`src/slide_pkg.sv`:
```
/* Frame, image and reset-sequence constants are scaled for simulation.
   Restore 384000 pixels and a 2^26 step sequence here for hardware. */

package slide_pkg;

	// ==============================
	// Image geometry
	// ==============================

	// Pixel strobes per image (800x480 on the board)
	localparam int PIXELS_PER_IMAGE = 128;

	// Memory bus is 16 bits, so two words per 32-bit pixel
	localparam int WORDS_PER_IMAGE = 2 * PIXELS_PER_IMAGE;

	// Largest slideshow the 5-bit index can address
	localparam int MAX_IMAGES = 32;

	// Cycles from load complete until loading drops
	localparam int LOAD_SETTLE_CYCLES = 52;

	// ==============================
	// Reset sequence steps
	// ==============================

	localparam int SEQ_MEM_RELEASE = 16;  // memory reset released
	localparam int SEQ_FLUSH_START = 32;  // read FIFO flush begins
	localparam int SEQ_RUN         = 64;  // control reset released

	// Types shared across the datapath
	typedef logic [4:0]  img_index_t;
	typedef logic [7:0]  img_count_t;
	typedef logic [23:0] word_addr_t;
	typedef logic [31:0] pixel_count_t;

	// Step counter for timed sequences, wide enough for SEQ_RUN
	typedef logic [7:0] step_count_t;

	// Settle delay counter
	typedef logic [$clog2(LOAD_SETTLE_CYCLES + 1) - 1:0] settle_count_t;

endpackage

```
`src/touch_pkg.sv`:
```
/* Gesture codes follow the touch controller register map.
   Debounce steps are scaled; the board used 10 M and 25 M cycles. */

package touch_pkg;

	// Gesture register codes from the touch panel
	typedef enum logic [7:0] {
		GESTURE_NONE = 8'h00,
		GESTURE_EAST = 8'h14,
		GESTURE_WEST = 8'h1C
	} gesture_e;

	// ==============================
	// Debounce timing
	// ==============================

	// Step at which the delayed pulse fires
	localparam int DEBOUNCE_FIRE = 20;

	// Step at which the unit accepts a new touch
	// Keeps one swipe from skipping two slides
	localparam int DEBOUNCE_HOLD = 50;

endpackage
```
`src/slide_state_if.sv`:
```
/* Slideshow state shared between loader, selector and addresser.
   All signals are plain levels or one-cycle pulses on CLOCK_33. */

`timescale 1ns/10ps

interface slide_state_if import slide_pkg::*; ();

	// Number of images announced by the host
	img_count_t img_count;

	// High once every pixel of every image has arrived
	logic load_done;

	// One-cycle swipe pulses from the debouncers
	logic swipe_prev;
	logic swipe_next;

	// Image on display
	img_index_t current_img;

	// Pixel counting side
	modport loader (
		input  img_count,
		output load_done
	);

	// Index stepping side
	modport selector (
		input  img_count, load_done, swipe_prev, swipe_next,
		output current_img
	);

	// Read window side
	modport addresser (
		input current_img
	);

endinterface

```
`src/frame_addresser.sv`:
```
/* Read window follows the selected image only at frame boundaries.
   read_load also holds the read FIFO during memory reset and the flush window. */

`timescale 1ns/10ps

module frame_addresser import slide_pkg::*; (
	input  logic             CLOCK_33,
	input  logic             iRSTN,
	input  logic             new_frame,
	input  logic             end_frame,
	input  logic             mem_rst_n,
	input  logic             read_flush,
	slide_state_if.addresser state,
	output word_addr_t       read_base_addr,
	output word_addr_t       read_max_addr,
	output logic             read_load
);

	word_addr_t win_base;
	logic       new_frame_d;

	// First word of the selected image
	assign win_base = word_addr_t'(state.current_img) * word_addr_t'(WORDS_PER_IMAGE);

	// ==============================
	// Window latch and frame delay
	// ==============================

	always_ff @(posedge CLOCK_33 or negedge iRSTN) begin
		if (!iRSTN) begin
			read_base_addr <= '0;
			read_max_addr  <= word_addr_t'(WORDS_PER_IMAGE);
			new_frame_d    <= 1'b0;
		end else begin
			if (end_frame) begin
				read_base_addr <= win_base;
				read_max_addr  <= win_base + word_addr_t'(WORDS_PER_IMAGE);
			end
			// Reload the FIFO a cycle into each frame
			new_frame_d <= new_frame;
		end
	end

	// Reload strobe merged with memory reset and flush
	assign read_load = new_frame_d || !mem_rst_n || read_flush;

endmodule

```
`src/gesture_debounce.sv`:
```
/* One delayed pulse per accepted touch, then a lockout until the hold step.
   Touches during the lockout or while ctrl_rst is high are dropped. */

`timescale 1ns/10ps

module gesture_debounce import slide_pkg::*, touch_pkg::*; #(
	parameter gesture_e GESTURE = GESTURE_NONE
) (
	input  logic     CLOCK_33,
	input  logic     iRSTN,
	input  logic     ctrl_rst,
	input  logic     touch_ready,
	input  gesture_e gesture,
	output logic     pulse
);

	logic        active;
	logic        trigger;
	step_count_t count;

	// Touch report for this direction
	assign trigger = touch_ready && (gesture == GESTURE);

	// ==============================
	// Arm, count, rearm
	// ==============================

	always_ff @(posedge CLOCK_33 or negedge iRSTN) begin
		if (!iRSTN) begin
			active <= 1'b0;
			count  <= '0;
		end else if (ctrl_rst) begin
			// Held idle until control reset ends
			active <= 1'b0;
			count  <= '0;
		end else if (trigger && !active) begin
			active <= 1'b1;
		end else if (active && (count < step_count_t'(DEBOUNCE_HOLD))) begin
			count <= count + 1'b1;
		end else if (count >= step_count_t'(DEBOUNCE_HOLD)) begin
			// Lockout over
			active <= 1'b0;
			count  <= '0;
		end
	end

	// Single cycle at the fire step
	assign pulse = active && (count == step_count_t'(DEBOUNCE_FIRE));

endmodule

```
`src/image_selector.sv`:
```
/* Swipes step the displayed image only after loading completes.
   Counts above MAX_IMAGES are clipped; a zero count is never stepped. */

`timescale 1ns/10ps

module image_selector import slide_pkg::*; (
	input  logic            CLOCK_33,
	input  logic            iRSTN,
	slide_state_if.selector state
);

	img_count_t img_limit;
	img_index_t last_img;
	img_index_t cur_img;

	// Number of images the index can reach
	assign img_limit = (state.img_count > img_count_t'(MAX_IMAGES)) ?
		img_count_t'(MAX_IMAGES) : state.img_count;

	// Wrap point
	assign last_img = img_index_t'(img_limit - 1'b1);

	always_ff @(posedge CLOCK_33 or negedge iRSTN) begin
		if (!iRSTN) begin
			cur_img <= '0;
		end else if (state.load_done) begin
			// Previous takes priority over next
			if (state.swipe_prev) begin
				if (cur_img == '0)
					cur_img <= last_img;
				else
					cur_img <= cur_img - 1'b1;
			end else if (state.swipe_next) begin
				if (cur_img == last_img)
					cur_img <= '0;
				else
					cur_img <= cur_img + 1'b1;
			end
		end
	end

	assign state.current_img = cur_img;

endmodule

```
`src/pixel_loader.sv`:
```
/* Counts pixel strobes up to img_count images; a zero count never completes.
   Strobes beyond the announced total are ignored. */

`timescale 1ns/10ps

module pixel_loader import slide_pkg::*; (
	input  logic           CLOCK_33,
	input  logic           iRSTN,
	input  logic           pixel_strobe,
	slide_state_if.loader  state,
	output logic           loading
);

	pixel_count_t  pix_count;
	pixel_count_t  pix_total;
	settle_count_t settle_cnt;
	logic          done;

	// Pixels expected for the whole slideshow
	assign pix_total = pixel_count_t'(state.img_count) * pixel_count_t'(PIXELS_PER_IMAGE);

	// Complete once the count meets a nonzero total
	assign done = (state.img_count != '0) && (pix_count == pix_total);
	assign state.load_done = done;

	// ==============================
	// Pixel counter
	// ==============================

	always_ff @(posedge CLOCK_33 or negedge iRSTN) begin
		if (!iRSTN) begin
			pix_count <= '0;
		end else if (pixel_strobe && (pix_count < pix_total)) begin
			pix_count <= pix_count + 1'b1;
		end
	end

	// ==============================
	// Loading level
	// ==============================

	// Up after the first pixel, down a settle delay after completion
	always_ff @(posedge CLOCK_33 or negedge iRSTN) begin
		if (!iRSTN) begin
			loading    <= 1'b0;
			settle_cnt <= '0;
		end else if (done) begin
			if (settle_cnt < settle_count_t'(LOAD_SETTLE_CYCLES - 1))
				settle_cnt <= settle_cnt + 1'b1;
			else
				loading <= 1'b0;
		end else if (pix_count != '0) begin
			loading <= 1'b1;
		end
	end

endmodule

```
`src/reset_sequencer.sv`:
```
/* Staged release after iRSTN: memory first, then a read flush, then control.
   Step counts come from the package and the counter saturates at the last one. */

`timescale 1ns/10ps

module reset_sequencer import slide_pkg::*; (
	input  logic CLOCK_33,
	input  logic iRSTN,
	output logic mem_rst_n,
	output logic read_flush,
	output logic ctrl_rst
);

	// Named phases of the sequence
	// SEQ_RUN here is the phase; the package step count is used scoped
	typedef enum logic [1:0] {
		SEQ_HOLD,
		SEQ_WAKE,
		SEQ_FLUSH,
		SEQ_RUN
	} seq_state_e;

	step_count_t step_cnt;
	seq_state_e  phase;

	// ==============================
	// Step counter
	// ==============================

	always_ff @(posedge CLOCK_33 or negedge iRSTN) begin
		if (!iRSTN) begin
			step_cnt <= '0;
		end else if (step_cnt < step_count_t'(slide_pkg::SEQ_RUN)) begin
			step_cnt <= step_cnt + 1'b1;
		end
	end

	// Phase decode from the step count
	always_comb begin
		if (step_cnt < step_count_t'(SEQ_MEM_RELEASE))
			phase = SEQ_HOLD;
		else if (step_cnt < step_count_t'(SEQ_FLUSH_START))
			phase = SEQ_WAKE;
		else if (step_cnt < step_count_t'(slide_pkg::SEQ_RUN))
			phase = SEQ_FLUSH;
		else
			phase = SEQ_RUN;
	end

	// Memory leaves reset after the hold phase
	assign mem_rst_n  = (phase != SEQ_HOLD);

	// Read side emptied just before control starts
	assign read_flush = (phase == SEQ_FLUSH);

	// Control logic held until the sequence ends
	assign ctrl_rst   = (phase != SEQ_RUN);

endmodule

```
`src/slideshow_top.sv`:
```
/* Slideshow control core on a single CLOCK_33 domain; no input synchronizers.
   Pixel strobes, touch reports and frame events are never refused. */

`timescale 1ns/10ps

module slideshow_top import slide_pkg::*, touch_pkg::*; (
	input  logic       CLOCK_33,
	input  logic       iRSTN,

	// Host pixel stream
	input  logic       pixel_strobe,
	input  img_count_t img_count,

	// Touch panel report
	input  logic       touch_ready,
	input  gesture_e   gesture,

	// Display timing events
	input  logic       new_frame,
	input  logic       end_frame,

	// Status and display side
	output logic       loading,
	output logic       display_rst_n,
	output img_index_t current_img,

	// Memory read side
	output logic       read_load,
	output logic       mem_rst_n,
	output word_addr_t read_base_addr,
	output word_addr_t read_max_addr
);

	logic read_flush;
	logic ctrl_rst;
	logic pulse_east;
	logic pulse_west;

	slide_state_if state_bus ();

	// ==============================
	// Reset staging
	// ==============================

	reset_sequencer u_reset_sequencer (
		.CLOCK_33   (CLOCK_33),
		.iRSTN      (iRSTN),
		.mem_rst_n  (mem_rst_n),
		.read_flush (read_flush),
		.ctrl_rst   (ctrl_rst)
	);

	// Display runs once control reset drops
	assign display_rst_n = ~ctrl_rst;

	// ==============================
	// Loading and selection
	// ==============================

	assign state_bus.img_count = img_count;

	pixel_loader u_pixel_loader (
		.CLOCK_33     (CLOCK_33),
		.iRSTN        (iRSTN),
		.pixel_strobe (pixel_strobe),
		.state        (state_bus.loader),
		.loading      (loading)
	);

	// East swipe goes back one slide
	gesture_debounce #(.GESTURE(GESTURE_EAST)) debounce_east (
		.CLOCK_33    (CLOCK_33),
		.iRSTN       (iRSTN),
		.ctrl_rst    (ctrl_rst),
		.touch_ready (touch_ready),
		.gesture     (gesture),
		.pulse       (pulse_east)
	);

	// West swipe goes forward one slide
	gesture_debounce #(.GESTURE(GESTURE_WEST)) debounce_west (
		.CLOCK_33    (CLOCK_33),
		.iRSTN       (iRSTN),
		.ctrl_rst    (ctrl_rst),
		.touch_ready (touch_ready),
		.gesture     (gesture),
		.pulse       (pulse_west)
	);

	assign state_bus.swipe_prev = pulse_east;
	assign state_bus.swipe_next = pulse_west;

	image_selector u_image_selector (
		.CLOCK_33 (CLOCK_33),
		.iRSTN    (iRSTN),
		.state    (state_bus.selector)
	);

	assign current_img = state_bus.current_img;

	// ==============================
	// Read window
	// ==============================

	frame_addresser u_frame_addresser (
		.CLOCK_33       (CLOCK_33),
		.iRSTN          (iRSTN),
		.new_frame      (new_frame),
		.end_frame      (end_frame),
		.mem_rst_n      (mem_rst_n),
		.read_flush     (read_flush),
		.state          (state_bus.addresser),
		.read_base_addr (read_base_addr),
		.read_max_addr  (read_max_addr),
		.read_load      (read_load)
	);

endmodule

```
`config.mk`:
```
export PLATFORM = sky130hd
export DESIGN_NAME = slideshow_top
export DESIGN_NICKNAME = d
export VERILOG_FILES = /design/src/slide_pkg.sv /design/src/touch_pkg.sv /design/src/slide_state_if.sv /design/src/frame_addresser.sv /design/src/gesture_debounce.sv /design/src/image_selector.sv /design/src/pixel_loader.sv /design/src/reset_sequencer.sv /design/src/slideshow_top.sv
export SDC_FILE = /design/constraint.sdc
export NUM_CORES = 1
export LEC_CHECK = 0
export CORE_MARGIN = 5
export CORE_UTILIZATION = 30
export DETAILED_ROUTE_END_ITERATION = 16
export DONT_BUFFER_PORTS = 1
export PLACE_DENSITY_LB_ADDON = 0.08
export SETUP_SLACK_MARGIN = 0.3
export SLEW_MARGIN = 20
export SYNTH_ARGS = -nofsm -noshare
export SYNTH_HDL_FRONTEND = slang
export SYNTH_SLANG_ARGS = --single-unit
```
`constraint.sdc`:
```
create_clock -name CLOCK_33 -period 3.9 [get_ports CLOCK_33]
set_clock_uncertainty 0.1 [all_clocks]
set_input_delay 0.585 -clock CLOCK_33 [delete_from_list [all_inputs] [get_ports CLOCK_33]]
set_output_delay 0.585 -clock CLOCK_33 [all_outputs]
set_load 0.05 [all_outputs]
```
Word level (Yosys, flattened, before mapping)
Index checks and enable logic that the tools add are counted.
Widths: inputs -> output; s select.

storage, ports and cells
  bits in registers = 100
  latch bits = 0
  memory bits (writable) = 0
  memory bits (read-only) = 0
  bits of input ports = 22
  output and inout bits = 57
  word-level logic and storage cells = 104
  memories kept = 0

operators by class
  $add $sub $neg = 9
  multipliers = 0
  divide/modulo/power cells = 0
  order comparisons = 10
  equality and inequality tests = 13
  shift operators = 0
  multiplexer cells = 27
  bitwise logic cells = 1
  reductions and logical operators = 32

operator list
  cell                   number
  $mux 8                 8
  $add 32x1->32 const B  1
  $eq 32x15->1           1
  $eq 8x5->1 const B     4
  $lt 32x15->1           1
  $reduce_bool 32->1     1
  $mux 5                 5
  $add 8x1->8 const B    3
  $lt 8x6->1 const B     3
  $ge 8x6->1 const B     2
  $add 13x9->14 const B  1
  $reduce_and 2->1       7
  $mux 1                 12
  $reduce_bool 3->1      4
  $logic_and 1x1->1      10
  $sub 5x1->5 const B    2
  $gt 8x6->1 const B     1
  $lt 8x5->1 const B     1
  $lt 8x7->1 const B     1
  $ne 2x2->1 const B     4
  $reduce_bool 8->1      1
  $add 6x1->6 const B    1
  $lt 6x6->1 const B     1
  $ne 3x2->1 const B     2
  other kinds (9)        15

Logic depth before layout (Yosys ltp)
Gate-level depths: netlist of run 1.

  word-level depth = 8
  gate-level depth with buffers = 10
  depth with buffers taken out = 9

Modules after synthesis
A second synthesis of run 1 with hierarchy kept.

unflattened totals
  cells, all modules = 467
  area, all modules = 4682.0 um^2

by module, submodules not included
  module                             times used  cells each  area each (um^2)  sequential area each (um^2)
  pixel_loader                       1           163         1816.7            975.9
  frame_addresser                    1           76          793.3             301.5
  image_selector                     1           87          664.4             125.1
  gesture_debounce at debounce_east  1           57          535.5             225.2
  gesture_debounce at debounce_west  1           56          529.3             225.2
  reset_sequencer                    1           27          339.1             200.2
  slideshow_top                      1           1           3.8               0.0

Least setup slack after synthesis of run 1
Ideal clock, no wire load.

  path type = reg-to-output
  start = register u_reset_sequencer.step_cnt[6]
  end = output mem_rst_n
  arrival time = 1874 ps
  data required time = 3215 ps
  path slack = 1341 ps
  stages on the path, launching flop included = 5
  cell sequence = dfrtp_1 > nor2_1 > inv_1 > clkbuf_1 > or3_1

between the ends
  cells in the longest elaborated chain, start to end = 5
  elaborated cells between the ends (all ways) = 7
  those cells by class = 3 x order compare; 3 x mux; 1 x reduce/logical

ends and longest elaborated chain
  element                 line                   text
  start, declared         reset_sequencer.sv:23  step_count_t step_cnt;
  start signal, assigned  reset_sequencer.sv:34  step_cnt <= step_cnt + 1'b1;
  $lt 8x7->1              reset_sequencer.sv:44  else if (step_cnt < step_count_t'(slide_pkg::SEQ_RUN))
  $mux 1                  reset_sequencer.sv:44
  $mux 2                  reset_sequencer.sv:42  else if (step_cnt < step_count_t'(SEQ_FLUSH_START))
  $mux 2 *                reset_sequencer.sv:40  if (step_cnt < step_count_t'(SEQ_MEM_RELEASE))
  $reduce_bool 2->1 *     reset_sequencer.sv:51  assign mem_rst_n = (phase != SEQ_HOLD);
  end, declared           slideshow_top.sv:29    output logic mem_rst_n,

Mark *: on every way between the ends. The rest lies on a longest branch, timed or not.

Final worst setup path of run 1
  start = register u_image_selector.cur_img[1] (netlist: u_image_selector.state.current_img[1])
  end = register u_image_selector.cur_img[3] (netlist: u_image_selector.state.current_img[3])

between the ends
  cells in the longest elaborated chain, start to end = 4
  elaborated cells between the ends (all ways) = 8
  those cells by class = 2 x add/sub; 1 x eq/ne; 4 x mux; 1 x reduce/logical

ends and longest elaborated chain
  element                                           line                                        text
  start, declared                                   image_selector.sv:14                        img_index_t cur_img;
  start signal, assigned                            image_selector.sv:30                        cur_img <= last_img;
  start signal, assigned                            image_selector.sv:32                        cur_img <= cur_img - 1'b1;
  start signal, assigned                            image_selector.sv:37                        cur_img <= cur_img + 1'b1;
  $add 5x1->5 / $eq 5x5->1 (equally long branches)  image_selector.sv:37, image_selector.sv:34
  $mux 5                                            image_selector.sv:34                        if (cur_img == last_img)
  $mux 5                                            image_selector.sv:33                        end else if (state.swipe_next) begin
  $mux 5 *                                          image_selector.sv:28                        if (state.swipe_prev) begin

Mark *: on every way between the ends. The rest lies on a longest branch, timed or not. The select of a mux whose other input is x is not followed.
A chain may end at the register's enable or synchronous reset.

==> results of run 1 <==
## layout make-up
type / count / area [sq um]
fill: 1528 / 10200
multi-input combinational: 333 / 2210
sequential: 82 / 2050
clock buffer: 12 / 256
tap: 188 / 235
inverter: 23 / 86.3
timing repair buffer: 5 / 57.6
clock inverter: 4 / 50.0
## stage by stage
step / std cells / instance area (sq um) / setup WS, ps
floorplan: 500 / 4740 / 1340
global placement: 630 / 4620 / 1260
detailed placement: 630 / 4620 / 1200
CTS: 647 / 4950 / 1290
global route: 647 / 4950 / 1050
finish: 647 / 4950 / 1250
## registers in the layout, indices dropped and copies added (netlist names)
register / flops
u_pixel_loader.pix_count: 32
debounce_east.count: 8
debounce_west.count: 8
u_reset_sequencer.step_cnt: 8
u_frame_addresser.read_max_addr: 6
u_pixel_loader.settle_cnt: 6
u_frame_addresser.read_base_addr: 5
u_image_selector.state.current_img: 5
debounce_east.active: 1
debounce_west.active: 1
u_frame_addresser.new_frame_d: 1
u_pixel_loader.loading: 1
## kinds of logic (layout without fill, tap and decap cells)
logic type                 Yosys count  after routing  share of synthesized area, %
adders and majority gates           21             21                          5.71
xor gates and xnor gates            34             34                          6.77
muxes                                9              9                          2.18
DFF                                 82             82                          44.6
other                                1             37                        0.0815
AOI/OAI and AO/OA                   74             74                          10.8
and+or+nand+nor                    158            158                          19.7
buffers and inverters               85             44                          10.2
## cell usage in the layout, fill, tap and decap left out, types with 4 or more instances in the layout
cell type,Yosys,layout
dfrtp_1,81,81
nor3_1,6,6
o31ai_1,4,4
a21oi_1,13,13
nand2_1,32,32
o22ai_1,4,4
or3_1,4,4
o21bai_1,4,4
nor2_1,33,33
mux2_2,8,8
ha_1,21,21
nor4_1,9,9
inv_1,23,23
buf_4,37,4
a41oi_1,5,5
a31oi_1,9,9
o21ai_0,17,17
nand4_1,11,11
and3_1,12,12
or4_1,4,4
conb_1,1,37
clkbuf_16,0,9
nand3_1,16,16
xnor2_1,30,30
## per-layer routing
layer	share of wire [%]	wire, um	up-vias
met2	44	4330	79
li1	-	-	1549
met4	1.6	157	0
met3	5.9	581	14
met5	0	0	-
met1	49	4860	1568
## power by group through the flow
stage / sequential (uW) / combinational [uW] / clock, uW
after floorplan: 924 / 207 / 0
after global placement: 931 / 191 / 0
after detailed placement: 931 / 193 / 0
after CTS: 915 / 215 / 915
after global routing: 920 / 234 / 953
final: 916 / 211 / 875
## worst max-delay path by stage
| stage | from | to | slack, ps |
|---|---|---|---|
| 2_1_floorplan | u_reset_sequencer.step_cnt[6]$_DFFE_PN0N_ | mem_rst_n | 1340 |
| 3_3_place_gp | img_count[5] | u_image_selector.state.current_img[4]$_DFFE_PN0P_ | 1260 |
| 3_5_place_dp | img_count[5] | u_image_selector.state.current_img[4]$_DFFE_PN0P_ | 1200 |
| 4_1_cts | u_image_selector.state.current_img[3]$_DFFE_PN0P_ | u_image_selector.state.current_img[1]$_DFFE_PN0P_ | 1290 |
| 5_1_grt | debounce_east.count[0]$_DFFE_PN0P_ | debounce_east.count[5]$_DFFE_PN0P_ | 1050 |
| 6_report | u_image_selector.state.current_img[1]$_DFFE_PN0P_ | u_image_selector.state.current_img[3]$_DFFE_PN0P_ | 1250 |
## cells in the mapped netlist, types with 4 or more instances
cell type,number,area share [%]
dfrtp_1,81,44
buf_4,37,6.0
nor2_1,33,2.7
nand2_1,32,2.6
xnor2_1,30,5.7
inv_1,23,1.9
clkbuf_1,21,1.7
ha_1,21,5.7
o21ai_0,17,1.8
nand3_1,16,1.7
a21oi_1,13,1.4
and3_1,12,1.6
nand4_1,11,1.5
a31oi_1,9,1.2
nor4_1,9,1.2
mux2_2,8,2.0
nor3_1,6,0.65
a41oi_1,5,0.95
o21bai_1,4,0.65
o22ai_1,4,0.54
o31ai_1,4,0.65
or3_1,4,0.54
or4_1,4,0.65
==> impl_metrics.tcl, run 1 <==
set metrics [dict create \
    path_common_cell "o22ai_1" \
    ys_warn_count 0 \
    clk_pin_slew_ps 60 \
    start_util_pct 30.4 \
    drive_above_1_share_pct 8.50 \
    ctsHoldBuffers 1 \
    critical_path_buf_inv_count 1 \
    power.switching_uw 530 \
    via_per_inst 4.96 \
    vias 3210 \
    rows 45 \
    drt-total-wl_um 9930 \
    dp_hpwl_um 6960 \
    whs_ps 46.1 \
    powerDensity_nw_per_um2 404 \
    startpoint_type "register" \
    place.gp.congestion 0.797 \
    ctsRootBufferMaster "clkbuf_16" \
    detail-route-antenna-nets 0 \
    fin_nets 497 \
    clkPwrFrac_pct 43.7 \
    drc 0 \
    coreArea_sq_um 15100 \
    avgSynthCellArea_sq_um 9.92 \
    synth_flop_cell "dfrtp_1" \
    ys_async_sr_fraction_pct 100 \
    synth.distinct_cells 62 \
    die_h_um 134 \
    die_w_um 134 \
    status "completed" \
    crit_chain "inv_1, ha_1, nor4b_2, nand2_1, o22ai_1, nor2_1, a31oi_1, o22ai_1" \
    drt-initial-drc-count 154 \
    r2r_slack_ps 1250 \
    die_area_sq_um 17900 \
    cts_tree "built" \
    max_freq_mhz 378 \
    p_int_uw 1470 \
    slew_headroom_pct 44.5 \
    cp.arrival_ps 2750 \
    io_buffers 0 \
    syn_area_sq_um 4600 \
    grt_max_degree 83 \
    grt_overflow 0 \
    met1_usage_pct 16.0 \
    worstMarginPinSlew_ps 832 \
    antenna_found_initial 0 \
    period_needed_ps 2650 \
    ys_seq_area_share_pct 44.6 \
    fin_setup_tns_ps 0 \
    max-cap-violations 0 \
    ir_worst_vdd_uv 208 \
    finalCritPeriodShare_pct 67.9 \
    wl_per_cell_um 15.3 \
    areaGrowthSynthToFinish_pct 7.64 \
    r2r_cells 8 \
    antennaDiodeCount 0 \
    p_comb_share_pct 10.5 \
    worstSetupEndpointType "register" \
    power_frac_seq_pct 45.8 \
    top_level_ports 79 \
    clk_path_buf_depth 2 \
    r2r-end "u_image_selector.state.current_img[3]$_DFFE_PN0P_" \
    cts.sinks 82 \
    use_met3_pct 3.38 \
    p_leak_uw 0.00214 \
    synth_enable_flop_cells 0 \
    clock_latency_ps 340 \
    cts_resized 0 \
    top_usage_layer "met2" \
    grt_pass1_wl_um 16300 \
    p_total_uw 2000 \
    r2r_start "u_image_selector.state.current_img[1]$_DFFE_PN0P_" \
    grt_pass1_vias 3037 \
    path_max_fanout 8 \
    setup_viol 0 \
    max_stage_delay_ps 690 \
    synthCells 464 \
    slew_violations 0 \
    hp-class "in -> async" \
    worstSetupPathType "reg -> reg" \
    cp_top_family "simple AND/OR/NAND/NOR gates" \
    swShare_pct 26.5 \
    track_usage_pct 11.5 \
    htree_levels 3 \
    synth-seq-cells 82 \
    crit_cells 8 \
    fin_util_pct 32.7 \
    grt_setup_unrepaired "false" \
    cts_made_buffers 9 \
    hold_viol_final 0 \
    crit_required_ps 4010 \
    cts_setup_buffers 0 \
    met2_usage_pct 16.6 \
    worst_path_max_delay_cell "nor4b_2" \
    first_pass_iters 7 \
]
Power figures use the tool's default switching activity.
==> run 2, diff against run 1 <==
--- a/config.mk
+++ b/config.mk
@@ -5,6 +5,7 @@
 export SDC_FILE = /design/constraint.sdc
 export NUM_CORES = 1
 export LEC_CHECK = 0
+export ABC_AREA = 1
 export CORE_MARGIN = 5
 export CORE_UTILIZATION = 30
 export DETAILED_ROUTE_END_ITERATION = 16
==> constraint.sdc (replaced) <==
create_clock -name CLOCK_33 -period 2.15 [get_ports CLOCK_33]
set_clock_uncertainty 0.1 [all_clocks]
set_input_delay 0.3225 -clock CLOCK_33 [delete_from_list [all_inputs] [get_ports CLOCK_33]]
set_output_delay 0.3225 -clock CLOCK_33 [all_outputs]
set_load 0.05 [all_outputs]
==> impl_metrics.tcl, run 2 <==
set metrics [dict create \
    status "finished, violations left" \
    ys_seq_area_share_pct 43.2 \
    antennaDiodeCount 0 \
    final_common_cell "nand2_1" \
    die_area_sq_um 18500 \
    ctsHoldBuffers 2 \
    cts.sinks 82 \
    final.setup.worst_slack_ps 224 \
    fin_setup_tns_ps 0 \
    place.gp.congestion 0.793 \
    synthSimpleGateAreaFrac_pct 24.0 \
    clk_pin_slew_ps 60 \
    synth_adder_area_share_pct 5.53 \
    largest_register_ffs 32 \
    multi_input_area_sq_um 2470 \
    htree_levels 3 \
    period_needed_ps 1930 \
    ir_worst_vdd_uv 326 \
    drive_above_1_share_pct 20.7 \
    crit_chain "ha_4, nand2_4, nor2_4, nand4_4, a21oi_4, nand3_4, mux2_4" \
    vias 3566 \
    grt_max_degree 83 \
    fin_nets 637 \
    synth_most_common_cell "nand2_1" \
    antenna_found_initial 0 \
    finalCritPeriodShare_pct 89.6 \
    synth.distinct_cells 45 \
    start_util_pct 30.2 \
    grt_overflow 0 \
    cts_made_buffers 9 \
    synth_area_leaders "dfrtp_1, nand2_1, buf_4, ha_1, inv_1" \
    clk_path_buf_depth 2 \
    fin_util_pct 36.1 \
    die_h_um 136 \
    ys_warn_count 0 \
    ys_async_sr_fraction_pct 100 \
    slew_violations 0 \
    dp_hpwl_um 7690 \
    startpoint_type "register" \
    hold_viol_final 82 \
    die_w_um 136 \
    r2r_slack_ps 220 \
    crit_required_ps 2270 \
    top_level_ports 79 \
    clock_latency_ps 340 \
    cp.arrival_ps 2040 \
    synth_flop_cell "dfrtp_1" \
    detail-route-antenna-nets 0 \
    fill_cells 1614 \
    areaGrowthSynthToFinish_pct 19.4 \
    worst_path_max_delay_cell "dfrtp_1" \
    wl_per_cell_um 13.0 \
    io_buffers 0 \
    worstSetupPathType "reg -> reg" \
    r2r-end "u_pixel_loader.settle_cnt[1]$_DFFE_PN0P_" \
    layout.cells.non_filler 815 \
    violations "negative hold slack" \
    first_pass_iters 6 \
    max-cap-violations 0 \
    synthXorXnorAreaFrac_pct 5.72 \
    p_leak_uw 0.00272 \
    synthTopCellsByCount "nand2_1, dfrtp_1, inv_1" \
    syn_area_sq_um 4750 \
    cts_tree "built" \
    place_inst 782 \
    powerDensity_nw_per_um2 649 \
    max_stage_delay_ps 410 \
    yosys-mux-area-fraction_pct 0.316 \
    coreArea_sq_um 15700 \
    track_usage_pct 12.3 \
    synth_top_family_by_area "simple AND/OR/NAND/NOR gates" \
    avgSynthCellArea_sq_um 8.29 \
    pre_cts_slack_ps 85.7 \
    drt-total-wl_um 10600 \
    ctsRootBufferMaster "clkbuf_16" \
    rows 46 \
    synth_top_area_share_pct 42.7 \
    grt_setup_unrepaired "true" \
    slew_headroom_pct 65.3 \
    final_cell_mix "nand2_1, dfrtp_1, inv_1" \
    drt-initial-drc-count 123 \
    grt_pass1_vias 3580 \
    synth_enable_flop_cells 0 \
    hp-class "in -> async" \
    synth_top_area_cell "dfrtp_1" \
    seq_area_sq_um 2050 \
    path_max_fanout 5 \
    setup_viol 0 \
    grt_pass1_wl_um 18000 \
    drc 0 \
    cp_top_family "simple AND/OR/NAND/NOR gates" \
    r2r_cells 7 \
    regMostFlops "u_pixel_loader.pix_count" \
    synth_compound_gate_area_share_pct 7.87 \
    r2r_start "u_pixel_loader.pix_count[14]$_DFFE_PN0P_" \
    via_per_inst 4.38 \
    worstSetupEndpointType "register" \
    synthCells 573 \
    max_freq_mhz 519 \
    whs_ps -423 \
    synth-seq-cells 82 \
    critical_path_buf_inv_count 0 \
    worstMarginPinSlew_ps 520 \
]
## run 2: kinds of logic after synthesis
family / after synthesis
compound gates: 59
xor+xnor: 31
fa+ha+maj: 21
buf+inv: 129
flops: 82
mux: 1
other cells: 1
simple gates: 249
## run 2: final cells by class
type                       instances  share of cell area (%)
clock buffer                      11                    4.46
clock inverter                     5                    1.76
timing repair buffer              30                    4.32
sequential                        82                    36.2
inverter                          72                    4.90
tap                              216                    4.77
multi-input combinational        399                    43.6
## run 2: how the worst max path moves through the flow
stage                     slack (ps)                                      from                                                end  cells after the start
after floorplan                  290                              img_count[0]  u_image_selector.state.current_img[1]$_DFFE_PN0P_                     11
after global placement           120                              img_count[7]  u_image_selector.state.current_img[0]$_DFFE_PN0P_                     11
after detailed placement          90                              img_count[7]  u_image_selector.state.current_img[2]$_DFFE_PN0P_                     11
after CTS                        240  u_pixel_loader.pix_count[14]$_DFFE_PN0P_            u_pixel_loader.pix_count[0]$_DFFE_PN0P_                     10
after global routing             130  u_pixel_loader.pix_count[11]$_DFFE_PN0P_            u_pixel_loader.pix_count[2]$_DFFE_PN0P_                     11
final                            220  u_pixel_loader.pix_count[14]$_DFFE_PN0P_           u_pixel_loader.settle_cnt[1]$_DFFE_PN0P_                      7
## run 2: through the flow
step | area [sq um] | hold WS (ps) | total power (uW)
2_1_floorplan | 4940 | -73.1 | 1900
3_3_place_gp | 4950 | -71.1 | 1870
3_5_place_dp | 4950 | -71.0 | 1870
4_1_cts | 5470 | -442 | 3730
5_1_grt | 5670 | -449 | 3840
6_report | 5670 | -423 | 3680
## run 2: power breakdown
group,internal [uW],switching [uW]
registers,1560,41.7
clock network,1190,630
logic,45.9,212
## run 2: worst register-to-register path, cell delays in order, from the launching register on
cell     delay [ps]
dfrtp_1         410
ha_4            290
nand2_4          50
nor2_4          130
nand4_4         140
a21oi_4         220
nand3_4         150
mux2_4          320
## run 2: layer usage
layer	vias up	wire length, um	global-route usage, %
met1	1681	4860	16.0
met3	14	613	2.96
met4	0	194	4.87
li1	1794	-	-
met5	-	0	0
met2	77	4950	19.7
## run 2: what timing repair did
| item | CTS | global route |
|---|---|---|
| gates cloned | 1 | 0 |
| pin swaps | 7 | 9 |
| buffers inserted | 9 | 5 |
| gates resized for setup | 16 | 44 |
| endpoints found under the setup margin | 23 | 37 |
| hold endpoints to repair | 84 | 82 |
==> run 3, diff against run 2 <==
--- a/config.mk
+++ b/config.mk
@@ -6,12 +6,14 @@
 export NUM_CORES = 1
 export LEC_CHECK = 0
 export ABC_AREA = 1
+export CELL_PAD_IN_SITES_DETAIL_PLACEMENT = 1
+export CELL_PAD_IN_SITES_GLOBAL_PLACEMENT = 1
 export CORE_MARGIN = 5
 export CORE_UTILIZATION = 30
 export DETAILED_ROUTE_END_ITERATION = 16
 export DONT_BUFFER_PORTS = 1
 export PLACE_DENSITY_LB_ADDON = 0.08
-export SETUP_SLACK_MARGIN = 0.3
+export SETUP_SLACK_MARGIN = 0.1
 export SLEW_MARGIN = 20
 export SYNTH_ARGS = -nofsm -noshare
 export SYNTH_HDL_FRONTEND = slang
==> constraint.sdc (replaced) <==
create_clock -name CLOCK_33 -period 1.65 [get_ports CLOCK_33]
set_clock_uncertainty 0.1 [all_clocks]
set_input_delay 0.2475 -clock CLOCK_33 [delete_from_list [all_inputs] [get_ports CLOCK_33]]
set_output_delay 0.2475 -clock CLOCK_33 [all_outputs]
set_load 0.05 [all_outputs]
==> impl_metrics.tcl, run 3 (synthesized netlist as in run 2, its figures left out) <==
set metrics [dict create \
    final_common_cell "nand2_1" \
    drt-total-wl_um 12600 \
    vias 3909 \
    whs_ps -500 \
    die_area_sq_um 18500 \
    clk_pin_slew_ps 60 \
    grt_setup_unrepaired "true" \
    powerDensity_nw_per_um2 698 \
    clk_path_buf_depth 2 \
    final.setup.worst_slack_ps -333 \
    via_per_inst 4.35 \
    hp-class "in -> async" \
    path_max_fanout 5 \
    htree_levels 3 \
    antenna_found_initial 0 \
    r2r_slack_ps -330 \
    grt_overflow 0 \
    worstSetupPathType "reg -> reg" \
    pre_cts_slack_ps -318 \
    violations "negative hold slack, negative setup slack" \
    detail-route-antenna-nets 0 \
    place.gp.congestion 0.776 \
    antennaDiodeCount 0 \
    start_util_pct 30.2 \
    clock_latency_ps 340 \
    cp.arrival_ps 2110 \
    largest_register_ffs 32 \
    final_cell_mix "nand2_1, buf_4, dfrtp_1" \
    coreArea_sq_um 15700 \
    max-cap-violations 0 \
    io_buffers 0 \
    cts_made_buffers 9 \
    grt_max_degree 83 \
    cts.sinks 82 \
    max_freq_mhz 504 \
    track_usage_pct 14.4 \
    ir_worst_vdd_uv 446 \
    drive_above_1_share_pct 38.7 \
    grt_pass1_wl_um 21200 \
    worstSetupEndpointType "register" \
    drt-initial-drc-count 98 \
    setup_viol 32 \
    die_w_um 136 \
    grt_pass1_vias 4307 \
    p_total_uw 4680 \
    period_needed_ps 1980 \
    drc 0 \
    ctsRootBufferMaster "clkbuf_16" \
    rows 46 \
    fill_cells 1845 \
    wl_per_cell_um 14.0 \
    slew_violations 0 \
    areaGrowthSynthToFinish_pct 41.1 \
    finalCritPeriodShare_pct 120 \
    dp_hpwl_um 9140 \
    p_leak_uw 0.00323 \
    fin_nets 721 \
    top_level_ports 79 \
    crit_required_ps 1780 \
    regMostFlops "u_pixel_loader.pix_count" \
    status "finished, violations left" \
    die_h_um 136 \
    hold_viol_final 82 \
    cts_tree "built" \
    first_pass_iters 4 \
    startpoint_type "register" \
    ctsHoldBuffers 3 \
]
run 3: final cells by class:
type	count	area (sq um)	share of cell area [%]
Sequential cell	82	2060	30.7
Tap cell	216	270	4.03
Inverter	72	289	4.31
Multi-Input combinational cell	399	2770	41.3
Clock buffer	14	264	3.94
Clock inverter	2	60.1	0.896
Timing Repair Buffer	114	997	14.9
run 3: timing repair:
action,in CTS,in global routing
endpoints found under the setup margin,45,48
gates resized for setup,72,80
pin swaps,19,29
gates cloned,1,0
endpoints found under the hold margin,87,82
setup buffers,18,13
run 3: report_power, final:
part	total [uW]	switching, uW	internal, uW
registers	2080	49.5	2030
logic	382	293	88.7
clock network	2220	807	1410
run 3: critical path, stage by stage, from the launching register on:
cell and delay, ps:
dfrtp_1 420, ha_4 290, nand2_4 50, nor2_4 140, nand4_4 120, a21oi_4 250, nand3_4 170, mux2_4 320
run 3: per-stage QoR:
step           cells  hold slack [ps]  TNS [ps]  area (sq um)  util [%]
3_5_place_dp     854             -145     -6850          5570      35.5
4_1_cts          890             -521     -7720          6350      40.4
6_report         899             -500     -7450          6700      42.7
2_1_floorplan    609             -148     -2500          4990         -
5_1_grt          899             -521    -11300          6700      42.7
3_3_place_gp     854             -145     -5870          5570      35.5
run 3: path summary, 6_finish.rpt:
kind,startpoint,to,cells past startpoint
max,u_pixel_loader.pix_count[14]$_DFFE_PN0P_,u_pixel_loader.settle_cnt[1]$_DFFE_PN0P_,7
min,iRSTN,debounce_east.count[1]$_DFFE_PN0P_,0
max reg2reg,u_pixel_loader.pix_count[14]$_DFFE_PN0P_,u_pixel_loader.settle_cnt[1]$_DFFE_PN0P_,7
min reg2reg,u_pixel_loader.pix_count[26]$_DFFE_PN0P_,u_pixel_loader.pix_count[26]$_DFFE_PN0P_,0
max in group asynchronous,iRSTN,u_frame_addresser.read_max_addr[8]$_DFFE_PN1P_,0
min in group CLOCK_33,gesture[3],debounce_east.active$_DFFE_PN0P_,4
run 3: metal layers:
| layer | part of all wire [%] | global-route usage (%) | up-vias |
|---|---|---|---|
| li1 | - | - | 1959 |
| met1 | 44 | 17.7 | 1887 |
| met2 | 51 | 24.9 | 51 |
| met3 | 3.5 | 2.66 | 12 |
| met4 | 1.8 | 5.71 | 0 |
| met5 | 0 | 0 | - |
